### src/v_red_pkg.sv
package v_red_pkg;

    // ----------------------------------------
    // Widths
    // ----------------------------------------
    localparam int VLEN    = 128;
    localparam int GROUP_W = 4 * VLEN;       // lmul 4 group
    localparam int WORK_W  = GROUP_W / 2;    // after the first fold
    localparam int XLEN    = 32;
    localparam int LVL_W   = 3;

    // Last level index for SEW8 LMUL1, shifted by lmul and sew codes
    localparam int LAST_BASE = $clog2(VLEN / 8) - 1;

    typedef logic [VLEN-1:0]    vreg_t;
    typedef logic [GROUP_W-1:0] vgroup_t;
    typedef logic [WORK_W-1:0]  work_t;
    typedef logic [XLEN-1:0]    scalar_t;
    typedef logic [LVL_W-1:0]   lvl_t;

    // ----------------------------------------
    // Operation codes
    // ----------------------------------------
    typedef enum logic [1:0] {
        SEW8  = 2'd0,
        SEW16 = 2'd1,
        SEW32 = 2'd2
    } sew_e;

    typedef enum logic [1:0] {
        LMUL1 = 2'd0,
        LMUL2 = 2'd1,
        LMUL4 = 2'd2
    } lmul_e;

    typedef enum logic {
        RED_SUM = 1'b0,
        RED_MAX = 1'b1
    } red_op_e;

    // ----------------------------------------
    // Identity registers
    // ----------------------------------------
    localparam vreg_t SUM_ID = '0;

    // Most negative value in every element
    localparam vreg_t MAX_ID_SEW8  = {16{8'h80}};
    localparam vreg_t MAX_ID_SEW16 = {8{16'h8000}};
    localparam vreg_t MAX_ID_SEW32 = {4{32'h8000_0000}};

endpackage
### src/red_ctrl_if.sv
`timescale 1ns/1ps

interface red_ctrl_if;
    import v_red_pkg::*;

    red_op_e op;     // decoded operation
    sew_e    sew;
    lmul_e   lmul;
    logic    first;  // level 0 of a pass
    logic    last;   // final level of a pass

    modport ctrl (
        output op,
        output sew,
        output lmul,
        output first,
        output last
    );

    // Datapath only follows the counter
    modport dp (
        input op,
        input sew,
        input lmul,
        input first,
        input last
    );

endinterface

### src/red_ctrl.sv
`timescale 1ns/1ps

module red_ctrl (
    input  logic       clk,
    input  logic       nrst,
    input  logic [2:0] op_instr,
    input  logic [1:0] sew,
    input  logic [1:0] lmul,
    red_ctrl_if.ctrl   bus,
    output logic       done
);
    import v_red_pkg::*;

    lvl_t lvl;       // current tree level
    lvl_t last_lvl;

    // ----------------------------------------
    // Operation decode
    // ----------------------------------------
    assign bus.op   = (op_instr != 3'd0) ? RED_MAX : RED_SUM;  // any nonzero code is max
    assign bus.sew  = sew_e'(sew);
    assign bus.lmul = lmul_e'(lmul);

    // Pass length is log2(N) = LAST_BASE + 1 + lmul - sew
    assign last_lvl = lvl_t'(LAST_BASE) + lvl_t'(lmul) - lvl_t'(sew);

    assign bus.first = (lvl == '0);
    assign bus.last  = (lvl == last_lvl);

    // ----------------------------------------
    // Level counter
    // ----------------------------------------
    always_ff @(posedge clk)
    begin
        if (!nrst)
        begin
            lvl  <= '0;
            done <= 1'b0;
        end
        else
        begin
            done <= bus.last;  // same edge that loads result
            if (bus.last)
            begin
                lvl <= '0;
            end
            else
            begin
                lvl <= lvl + 1'b1;
            end
        end
    end

    // Reserved codes would give a zero or wrong pass length
    a_lmul_legal: assert property (
        @(posedge clk) disable iff (!nrst) lmul != 2'd3
    );

    a_sew_legal: assert property (
        @(posedge clk) disable iff (!nrst) sew != 2'd3
    );

    // Shortest pass is two levels
    a_done_pulse: assert property (
        @(posedge clk) disable iff (!nrst) done |=> !done
    );

endmodule

### src/flat_wrapper.sv
// flat-port wrapper written by rule: the top's interface ports become plain ports
module red_ctrl_flat import v_red_pkg::*;
  (clk, nrst, op_instr, sew, lmul, done, bus_op, bus_sew, bus_lmul, bus_first, bus_last);
  red_ctrl_if bus_i ();
  input  logic clk;
  input  logic nrst;
  input  logic [2:0] op_instr;
  input  logic [1:0] sew;
  input  logic [1:0] lmul;
  output logic done;
  output wire logic [$bits(bus_i.op)-1:0] bus_op;
  output wire logic [$bits(bus_i.sew)-1:0] bus_sew;
  output wire logic [$bits(bus_i.lmul)-1:0] bus_lmul;
  output wire logic [$bits(bus_i.first)-1:0] bus_first;
  output wire logic [$bits(bus_i.last)-1:0] bus_last;
  assign bus_op = bus_i.op;
  assign bus_sew = bus_i.sew;
  assign bus_lmul = bus_i.lmul;
  assign bus_first = bus_i.first;
  assign bus_last = bus_i.last;
  red_ctrl u_core (.clk(clk), .nrst(nrst), .op_instr(op_instr), .sew(sew), .lmul(lmul), .bus(bus_i), .done(done));
endmodule
### config.mk
export PLATFORM = sky130hd
export DESIGN_NAME = red_ctrl_flat
export DESIGN_NICKNAME = d
export VERILOG_FILES = /design/src/v_red_pkg.sv /design/src/red_ctrl_if.sv /design/src/red_ctrl.sv /design/src/flat_wrapper.sv
export SDC_FILE = /design/constraint.sdc
export NUM_CORES = 1
export LEC_CHECK = 0
export BUFFER_PORTS_ARGS = -buffer_cell sky130_fd_sc_hd__buf_2
export CAP_MARGIN = 20
export CORE_AREA = 2 2 39 41
export DETAILED_ROUTE_END_ITERATION = 7
export DIE_AREA = 0 0 41 43
export HOLD_SLACK_MARGIN = 0.06
export PLACE_DENSITY = 0.44
export SYNTH_ARGS = -nofsm -noshare
export SYNTH_HDL_FRONTEND = slang
export SYNTH_SLANG_ARGS = --single-unit
### constraint.sdc
create_clock -name clk -period 3.2 [get_ports clk]
set_input_delay 0.48 -clock clk [delete_from_list [all_inputs] [get_ports clk]]
set_output_delay 0.48 -clock clk [all_outputs]
set_load 0.05 [all_outputs]
==> metrics.md, run 1 <==
| Metric | Value |
|---|---|
| Type of the setup path with the least slack | in -> out |
| Final count of hold timing violations | 0 |
| Violation count after the first detailed-route iteration | 4 |
| Worst clock skew on the final layout | between 0.002 and 0.0025 ns |
| Critical path's most frequent cell | buf_2 |
| Crit path max-delay cell type | fa_1 |
| VDD IR-drop max | 386 uV |
| Share of the cycle needed by the critical path after routing | about four fifths |
| Synth top cells by count | inv_1 (5), buf_4 (4), dfxtp_1 (4), xnor2_1 (4), ha_1 (3) |
| Routed WL | ~500 microns |
| Number of global-route vias before repair | 240 |
| Max incr delay on CP | 0.46 ns |
| Maximum number of pins on one net before global-route repair | 6 |
| Cell Area, Synth | roughly 280 sq um |
| Unrepaired setup endpoints after global routing | no |
| Net count after synthesis | 42 |
| Post-synthesis cell type with the largest combined area | dfxtp_1 |
| Std cell rows | 14 |
| Critical-path cell list | buf_2 -> inv_1 -> ha_1 -> fa_1 -> xnor2_1 -> and3_2 -> buf_2 |
| Seq cells post-synth | 4 |
| Fraction of synthesis flops using an asynchronous set or reset pin | 0% |
| Final setup violation count | 0 |
| Clock insertion delay at the later pin of the skew report | ~0.23 ns |
| Width of the die | 41 microns |
| Type of destination of the critical path | output port |
| Ys Warns | 0 |
| Overall power consumption | 254 uW |
| CP required | roughly 2.7 ns |
| Clock tree from TritonCTS | done |
| Initial cell density of the core | ~20% |
| CP max FO | 5 |
| Clk sinks | 4 |
| Number of antenna violations at the first check in global routing | 0 |
| TritonCTS buffer count | 3 |
| Antenna cells | 0 |
| Residual overflow from global routing | 0 |
| Synthesized area per cell | 9.71 sq um |
| Dominant register cell in the synthesized netlist | dfxtp_1 |
| Power density over cell area | 678 mW/mm^2 |
| # port buffers | 16 |
| Number of unique standard cell types used by synthesis | 13 |
| H-tree depth reported by CTS | 1 |
| Worst min-delay path category | in -> reg |
| Number of cells produced by synthesis | 29 |
| Number of buffers added to fix hold violations after cts | 0 |
| Post-CTS setup buffers | 0 |
| Count of antenna-violating nets left after detailed routing | 0 |
| Slew @ Worst Pin | 0.391 ns |
| Synthesis-to-finish area growth | 32.9% |
| Global-route wire length before repair | 876 microns |
| WHS | 0.491 ns |
| Number of placed I/O pins | 17 |
| Relative slew slack | between 70% and 80% |
| Total number of vias | 239 |
| Most used standard cell by instance count after synthesis | inv_1 |
| Sequential area share after synthesis | 28.4% |
| Final weighted congestion of routability-driven global placement | 0.728 |
| Nets@finish | 59 |
| All-layer global routing usage | 8.04% |
| Portion of synthesized cell area occupied by the leading cell type | between 20% and 30% |
| Post-cts resize count | 0 |
| Min cycle time layout | ~2.6 ns |
| Max Root-Sink Buffers | 2 |
| Post-synth EDFFs | 0 |
| Leakage power | ~0.00019 uW |
| Worst-path clk slew | about 0.040 ns |
| Number of vias per cell after detailed routing | between 3 and 4 |
| Final count of pins violating max slew | 0 |
| Main area contributors after synthesis | dfxtp_1 (28%), ha_1 (13%), xnor2_1 (12%) |
| Total Die Area | 0.00176 sq mm |
| Number of max-capacitance violations reported | 0 |
| Clock root buffer master | clkbuf_4 |
| Startpoint Class | input pin |
| Detailed-placement wirelength estimate | 424 microns |
| Fraction of final layout cells sized beyond drive strength 1 | 50.0% |
| Upper clock frequency limit | 391 MHz |
| Total core area | 0.00138 sq mm |
| Setup TNS | 0 ns |
| First-pass DRT Iterations | 4 |
| Overall die height | 43 microns |
| WL/cell | between 8 and 9 microns |
| Filler cell count in the final layout | around 150 |
| Worst endpoint data arrival time | 2.08 ns |
| Result of the run | finished, final reports clean |
| Post-detailed-route DRC marker count | 0 |
[stage by stage]
| stage | instances | utilization [%] | setup WS [ns] | cell area, sq um |
|---|---|---|---|---|
| finish | 60 | 27.0 | 0.641 | 374 |
| global route | 60 | 27.0 | 0.511 | 374 |
| CTS | 60 | 27.0 | 0.625 | 374 |
| detailed placement | 57 | 25.4 | 0.647 | 352 |
| global placement | 57 | 25.4 | 0.676 | 352 |
| floorplan | 29 | - | 0.938 | 282 |
[critical path: cells and delay by family]
family / cells / cell delay [ns]
XOR/XNOR: 1 / 0.34
adder cells (fa/ha/maj): 2 / 0.65
buffers and inverters: 3 / 0.37
AND/OR/NAND/NOR: 1 / 0.23
[final timing paths]
check | start | endpoint | slack, ns | depth (start not counted)
worst max-delay path | sew[0] | bus_last | 0.64 | 7
worst min-delay path | nrst | u_core.lvl[1]$_SDFF_PP0_ | 0.49 | 3
worst max register to register | u_core.lvl[0]$_SDFF_PP0_ | u_core.done$_SDFF_PN0_ | 2.17 | 2
worst min register to register | u_core.lvl[0]$_SDFF_PP0_ | u_core.lvl[0]$_SDFF_PP0_ | 0.50 | 1
[layer usage]
layer | up-vias | track usage, % | wire length (microns) | share of wire, %
met1 | 102 | 8.06 | 230 | 45
met4 | 0 | 6.00 | 12 | 2.3
li1 | 123 | - | - | -
met3 | 2 | 6.81 | 59 | 11
met5 | - | 0 | 0 | 0
met2 | 12 | 10.3 | 212 | 41
[placed cells by master, fill, tap and decap left out]
cell type,count
a311oi_1,2
xnor2_1,4
nand2_1,1
buf_2,16
dfxtp_1,4
inv_1,5
and3_2,1
and4_2,1
and2b_2,1
or3_1,1
ha_1,3
fa_1,1
a31oi_1,1
clkbuf_4,3
[final cells by class]
cell class	count	area, sq um	area share (%)
repair buffers	16	80.1	21.4
well taps	16	20.0	5.35
inverters	5	18.8	5.02
multi-input cells	16	153	40.8
clock buffers	3	22.5	6.02
flip-flops and latches	4	80.1	21.4
[registers in the layout (all words and copies together), names as in the netlist]
signal	flops
u_core.lvl	3
u_core.done	1
[power by group]
group	switching [uW]	leakage (uW)	internal (uW)
Combinational	84.0	0.000141	39.5
Clock	20.4	0.0000138	41.9
Sequential	8.07	0.0000329	59.8
[logic make-up after synthesis]
| group | share of synthesized area (%) |
|---|---|
| adders and majority gates | 20.4 |
| buffers and inverters | 17.3 |
| and+or+nand+nor | 12.9 |
| AOI/OAI and AO/OA | 8.45 |
| xor gates and xnor gates | 12.4 |
| DFF | 28.4 |
Power figures use the tool's default switching activity.
==> run 2, diff against run 1 <==
- PLACE_DENSITY: 0.44 -> 0.46
- clock period: 3.2 -> 2.3 ns (I/O delays scaled with it)
==> metrics.md, run 2 (synthesis gave the netlist of run 1 again) <==
| Metric | Value |
|---|---|
| Result of the run | finished, final reports clean |
| Final weighted congestion of routability-driven global placement | 0.651 (-11%) |
| Power density over cell area | 952 mW/mm^2 (+40%) |
| Std cell rows | 14 (unchanged) |
| Relative slew slack | 83.2% (+9.4 points) |
| VDD IR-drop max | 365 uV (-5.6%) |
| Overall die height | 43 microns (unchanged) |
| Type of the setup path with the least slack | in -> out |
| WL/cell | 8.75 microns (+2.1%) |
| Clock root buffer master | clkbuf_4 |
| Filler cell count in the final layout | 147 (+0.68%) |
| Total number of vias | 254 (+6.3%) |
| Number of global-route vias before repair | 224 (-6.7%) |
| Total instance count after detailed placement | 60 (+5.3%) |
| Startpoint Class | input pin |
| Post-CTS setup buffers | 0 (unchanged) |
| Critical path's most frequent cell | buf_2 |
| Fin cells | 63 (+5.0%) |
| Most frequent cells in the layout | buf_2 (16), inv_1 (5), xnor2_1 (4), dfxtp_1 (4) |
| Most common cell after layout, fill and taps aside | buf_2 |
| Maximum number of pins on one net before global-route repair | 5 (-1) |
| Worst endpoint data arrival time | 1.78 ns (-0.30 ns) |
| Initial cell density of the core | 20.3% (unchanged) |
| Crit path max-delay cell type | fa_1 |
| Final setup violation count | 0 (unchanged) |
| Routed WL | 551 microns (+7.2%) |
| Nets@finish | 62 (+5.1%) |
| Number of flip-flops under the largest register name | 3 (unchanged) |
| Post-detailed-route DRC marker count | 0 (unchanged) |
| Layer with the highest usage after global routing | met2 |
| Number of buffers added to fix hold violations after cts | 0 (unchanged) |
| Top Registers | u_core.lvl: 3 flops, u_core.done: 1 flops |
| Fraction of final layout cells sized beyond drive strength 1 | 53.2% (+3.2 points) |
| Total core area | 0.00138 sq mm (unchanged) |
| Clk sinks | 4 (unchanged) |
| Number of max-capacitance violations reported | 0 (unchanged) |
| Worst-path clk slew | 0.04 ns (about the same) |
| First-pass DRT Iterations | 4 (unchanged) |
| Critical-path cell list | buf_2 -> inv_1 -> ha_1 -> fa_1 -> xnor2_1 -> and3_2 -> buf_2 |
| Detailed-placement wirelength estimate | 429 microns (+1.2%) |
| Leakage power | 0.000202 uW (+7.6%) |
| Clock insertion delay at the later pin of the skew report | 0.24 ns (about the same) |
| Unrepaired setup endpoints after global routing | no |
| Min cycle time layout | roughly 2.1 ns |
| Type of destination of the critical path | output port |
| Synthesis-to-finish area growth | 40.9% |
| Residual overflow from global routing | 0 (unchanged) |
| H-tree depth reported by CTS | 1 (unchanged) |
| Antenna cells | 0 (unchanged) |
| Max Root-Sink Buffers | 2 (unchanged) |
| Share of the cycle needed by the critical path after routing | between 90% and 100% |
| Upper clock frequency limit | 470 MHz |
| Clock tree from TritonCTS | done |
| Met2 track utilization from global routing | 10.6% (+0.31 points) |
| GR met3 Demand/Resource | 2.09% (-4.7 points) |
| Worst Setup Slack, final | 0.171 ns (-0.470 ns) |
| Setup slack at placement | 0.171 ns (-0.476 ns) |
| TritonCTS buffer count | 3 (unchanged) |
| Setup TNS | 0 ns (unchanged) |
| Final count of pins violating max slew | 0 (unchanged) |
| # port buffers | 16 (unchanged) |
| Post-cts resize count | 0 (unchanged) |
| Worst clock skew on the final layout | 0.00452 ns (+0.00209 ns) |
| Width of the die | 41 microns (unchanged) |
| Count of antenna-violating nets left after detailed routing | 0 (unchanged) |
| Total Die Area | 0.00176 sq mm (unchanged) |
| Final count of hold timing violations | 0 (unchanged) |
| CP max FO | 2 (-3) |
| WHS | 0.344 ns (-0.147 ns) |
| Slew @ Worst Pin | 0.254 ns (-0.136 ns) |
| Largest register by flop count | u_core.lvl |
| Max incr delay on CP | 0.45 ns (about the same) |
| Worst min-delay path category | in -> reg |
| Number of vias per cell after detailed routing | 4.03 (+1.2%) |
| Met1 usage | 9.35% (+1.3 points) |
| Number of antenna violations at the first check in global routing | 0 (unchanged) |
| All-layer global routing usage | 7.64% (-0.40 points) |
| CP Buf/Inv Count | 3 (unchanged) |
| Kind of cell with the highest combined delay on the critical path | adder cells |
| CP required | 1.96 ns (-0.76 ns) |
| Violation count after the first detailed-route iteration | 6 (+2) |
| Global-route wire length before repair | 897 microns (+2.4%) |
| Number of placed I/O pins | 17 (unchanged) |
## run 2: path summary, 6_finish.rpt
path                                               start                       end  slack, ns  cells past startpoint
worst min-delay path                                nrst  u_core.lvl[1]$_SDFF_PP0_       0.34                      3
worst min register to register  u_core.lvl[0]$_SDFF_PP0_  u_core.lvl[0]$_SDFF_PP0_       0.51                      1
worst max-delay path                              sew[0]                  bus_last       0.17                      7
worst max register to register  u_core.lvl[0]$_SDFF_PP0_  u_core.lvl[2]$_SDFF_PP0_       1.30                      3
## run 2: cell type report
cell class / count / area, sq um / area share [%]
multi-input cells: 16 / 153 / 38.5
well taps: 16 / 20.0 / 5.05
repair buffers: 19 / 103 / 25.9
inverters: 5 / 18.8 / 4.73
flip-flops and latches: 4 / 80.1 / 20.2
clock buffers: 3 / 22.5 / 5.68
## run 2: where the power goes
group | switching (uW) | internal (uW) | leakage [uW]
Combinational | 119 | 73.3 | 0.000155
Sequential | 12.0 | 83.2 | 0.0000329
Clock | 31.0 | 58.5 | 0.0000138
Total | 162 | 215 | 0.000202
## run 2: through the flow
stage	instance area [sq um]	power, uW	util, %
final	397	378	28.7
after detailed placement	374	289	27.0
after global routing	397	407	28.7
after global placement	374	292	27.0
after floorplan	282	233	-
after CTS	397	386	28.7
## run 2: worst register-to-register path, cell delays in order (launching register included)
cell and delay, ns:
dfxtp_1 0.34, ha_1 0.22, xnor2_1 0.13, a311oi_1 0.23
## run 2: layer usage
layer / part of all wire [%] / wire [microns]
met2: 50 / 276
met1: 41 / 224
met4: 0 / 0
met3: 8.9 / 49
met5: 0 / 0
==> run 3, diff against run 2 <==
- ABC_AREA: not set -> 1
- SETUP_SLACK_MARGIN: not set -> 0.02
==> metrics.md, run 3 <==
| Metric | Value |
|---|---|
| Min cycle time layout | 2.05 ns (-0.0753 ns) |
| Fraction of synthesis flops using an asynchronous set or reset pin | 0% (unchanged) |
| Post-synthesis cell type with the largest combined area | dfxtp_1 |
| Cell count of the worst reg-to-reg path | 4 (+1) |
| Violation count after the first detailed-route iteration | 1 (-5) |
| Share of power burned in registers | 29.2% (+4.0 points) |
| Total core area | 0.00138 sq mm (unchanged) |
| Number of max-capacitance violations reported | 0 (unchanged) |
| Sequential Area | 80.1 sq um (unchanged) |
| Post-CTS setup buffers | 0 (unchanged) |
| Worst clock skew on the final layout | 0.00263 ns (-0.00189 ns) |
| Synth top cells by count | inv_1 (10), nand2_1 (6), nor2_1 (5), buf_4 (4), dfxtp_1 (4) |
| Largest register by flop count | u_core.lvl |
| End of the critical path | bus_last |
| Number of unique standard cell types used by synthesis | 11 (-2) |
| Setup TNS | 0 ns (unchanged) |
| TritonCTS buffer count | 3 (unchanged) |
| Unrepaired setup endpoints after global routing | no |
| Antenna cells | 0 (unchanged) |
| Final setup violation count | 0 (unchanged) |
| CP required | 1.96 ns (about the same) |
| First-pass DRT Iterations | 2 (-2) |
| Layer with the highest usage after global routing | met2 |
| Met1 usage | 7.07% (-2.3 points) |
| Width of the die | 41 microns (unchanged) |
| Worst reg2reg startpoint | u_core.lvl[0]$_SDFF_PP0_ |
| Main area contributors after synthesis | dfxtp_1 (28%), ha_1 (13%), inv_1 (13%) |
| Post-synth EDFFs | 0 (unchanged) |
| Type of destination of the critical path | output port |
| GR met3 Demand/Resource | 3.14% (+1.0 points) |
| Synthesis-to-finish area growth | 32.3% |
| Dominant register cell in the synthesized netlist | dfxtp_1 |
| Number of placed I/O pins | 17 (unchanged) |
| Leakage power | 0.000230 uW (+14%) |
| Initial cell density of the core | 20.7% (+0.36 points) |
| Portion of synthesized cell area occupied by the leading cell type | 27.9% (-0.50 points) |
| Number of global-route vias before repair | 217 (-3.1%) |
| Synthesized area per cell | 7.54 sq um (-22%) |
| Post-cts resize count | 0 (unchanged) |
| Clock tree from TritonCTS | done |
| Worst endpoint data arrival time | 1.71 ns (-0.07 ns) |
| CP max FO | 3 (+1) |
| Number of cells produced by synthesis | 38 (+31%) |
| # port buffers | 16 (unchanged) |
| Number of flip-flops under the largest register name | 3 (unchanged) |
| Clock root buffer master | clkbuf_4 |
| Total instance count after detailed placement | 66 (+10%) |
| Number of buffers added to fix hold violations after cts | 0 (unchanged) |
| Most frequent cells in the layout | buf_2 (16), inv_1 (10), nand2_1 (6) |
| Critical-path cell list | buf_2 -> inv_1 -> ha_1 -> fa_1 -> inv_1 -> nand2_1 -> nand2_1 -> nand3_2 -> inv_1 -> buf_2 |
| Minimum setup slack among reg-to-reg paths | 1.38 ns (+0.08 ns) |
| Share of power burned in combinational logic | 42.4% (-8.6 points) |
| Total area of multi-input combinational cells | 139 sq um (-9.0%) |
| Worst setup path startpoint | sew[0] |
| Type of the setup path with the least slack | in -> out |
| Most used standard cell by instance count after synthesis | inv_1 |
| Met2 track utilization from global routing | 8.75% (-1.9 points) |
| Fraction of final layout cells sized beyond drive strength 1 | 39.6% (-14 points) |
| Filler cell count in the final layout | 161 (+9.5%) |
| Global-route wire length before repair | 738 microns (-18%) |
| WL/cell | 6.55 microns (-25%) |
| Ys Warns | 0 (unchanged) |
| Maximum number of pins on one net before global-route repair | 5 (unchanged) |
| Worst-path clk slew | 0.04 ns (about the same) |
| Max incr delay on CP | 0.46 ns (about the same) |
| Nets@finish | 68 (+9.7%) |
| H-tree depth reported by CTS | 1 (unchanged) |
| Total number of vias | 256 (+0.79%) |
| Power density over cell area | 782 mW/mm^2 (-18%) |
| Max Root-Sink Buffers | 2 (unchanged) |
| Crit path max-delay cell type | fa_1 |
| Part of the power in the clock network | 28.4% (+4.7 points) |
| Routed WL | 452 microns (-18%) |
| Share of total power consumed by net switching | 41.0% (-2.0 points) |
| Design internal power | 175 uW (-19%) |
| Seq cells post-synth | 4 (unchanged) |
| End of the worst register-to-register path | u_core.lvl[1]$_SDFF_PP0_ |
| Share of the cycle needed by the critical path after routing | 89.3% (-3.3 points) |
| Final count of hold timing violations | 0 (unchanged) |
| Number of antenna violations at the first check in global routing | 0 (unchanged) |
| Residual overflow from global routing | 0 (unchanged) |
| Top Registers | u_core.lvl: 3 flops, u_core.done: 1 flops |
| Net count after synthesis | 51 (+21%) |
| Std cell rows | 14 (unchanged) |
| Net switching power | 122 uW (-25%) |
| Worst min-delay path category | in -> reg |
| Clk sinks | 4 (unchanged) |
| Critical path's most frequent cell | inv_1 |
| VDD IR-drop max | 205 uV (-44%) |
| Relative slew slack | 83.5% (+0.31 points) |
| Detailed-placement wirelength estimate | 395 microns (-7.9%) |
| Slew @ Worst Pin | 0.250 ns (-0.00467 ns) |
| Sequential area share after synthesis | 27.9% (-0.50 points) |
| Most common cell after layout, fill and taps aside | buf_2 |
| Overall die height | 43 microns (unchanged) |
| Final weighted congestion of routability-driven global placement | 0.654 (+0.55%) |
| Result of the run | finished, final reports clean |
| Upper clock frequency limit | 487 MHz (+3.7%) |
| Startpoint Class | input pin |
| Fin cells | 69 (+9.5%) |
| Number of vias per cell after detailed routing | 3.71 (-8.0%) |
| Count of antenna-violating nets left after detailed routing | 0 (unchanged) |
| Total Die Area | 0.00176 sq mm (unchanged) |
| Clock insertion delay at the later pin of the skew report | 0.23 ns (about the same) |
| Post-detailed-route DRC marker count | 0 (unchanged) |
| Cell Area, Synth | 287 sq um (+1.8%) |
| Final count of pins violating max slew | 0 (unchanged) |
| All-layer global routing usage | 6.83% (-0.81 points) |
## run 3: cell types whose count changed after synthesis, moves of 2 or more
cell / delta
a311oi_1: -2
nor2_1: +5
xnor2_1: -2
inv_1: +5
nand2_1: +5
## run 3: worst min-delay path by stage
stage / end / slack (ns) / cells past startpoint / startpoint
finish: u_core.done$_SDFF_PN0_ / 0.35 / 3 / nrst
global route: u_core.done$_SDFF_PN0_ / 0.36 / 3 / nrst
CTS: u_core.done$_SDFF_PN0_ / 0.34 / 3 / nrst
detailed placement: u_core.lvl[0]$_SDFF_PP0_ / 0.46 / 1 / u_core.lvl[0]$_SDFF_PP0_
global placement: u_core.lvl[0]$_SDFF_PP0_ / 0.45 / 1 / u_core.lvl[0]$_SDFF_PP0_
floorplan: u_core.lvl[0]$_SDFF_PP0_ / 0.43 / 1 / u_core.lvl[0]$_SDFF_PP0_
## run 3: worst max-delay path: cells and delay by family
kind	cells	cell delay, ns
and+or+nand+nor	3	0.22
buffers and inverters	5	0.49
adders and majority gates	2	0.65
## run 3: power by group through the flow
stage,registers (uW),clock network (uW),logic (uW)
finish,86.6,84.2,126
global route,88.1,93.0,140
CTS,87.0,88.6,129
detailed placement,88.0,0,128
global placement,87.9,0,127
floorplan,92.4,0,98.7
## run 3: cell type report
cell class,instances,area share (%)
clock buffers,3,5.94
repair buffers,16,21.1
inverters,10,9.90
flip-flops and latches,4,21.1
multi-input cells,20,36.6
well taps,16,5.28
## run 3: logic make-up (layout without fill, tap and decap cells)
logic type               Yosys count  after routing  share of synthesized area [%]
XOR/XNOR                           2              2                           6.11
flip-flops                         4              4                           27.9
buffers and inverters             14             29                           23.6
adder cells (fa/ha/maj)            4              4                           20.1
AND/OR/NAND/NOR                   14             14                           22.3
## run 3: metrics by stage
stage	hold slack (ns)	setup WS, ns	power [uW]	instance area (sq um)	utilization, %
4_1_cts	0.339	0.216	305	379	27.4
3_5_place_dp	0.455	0.233	216	357	25.8
6_report	0.345	0.246	297	379	27.4
3_3_place_gp	0.448	0.230	215	357	25.8
5_1_grt	0.361	0.129	321	379	27.4
2_1_floorplan	0.430	0.371	191	287	-
## run 3: layer usage
layer | wire length [microns] | up-vias | part of all wire, %
met4 | 5 | 0 | 1.1
met5 | 0 | - | 0
met1 | 179 | 108 | 40
met3 | 55 | 2 | 12
li1 | - | 135 | -
met2 | 212 | 11 | 47
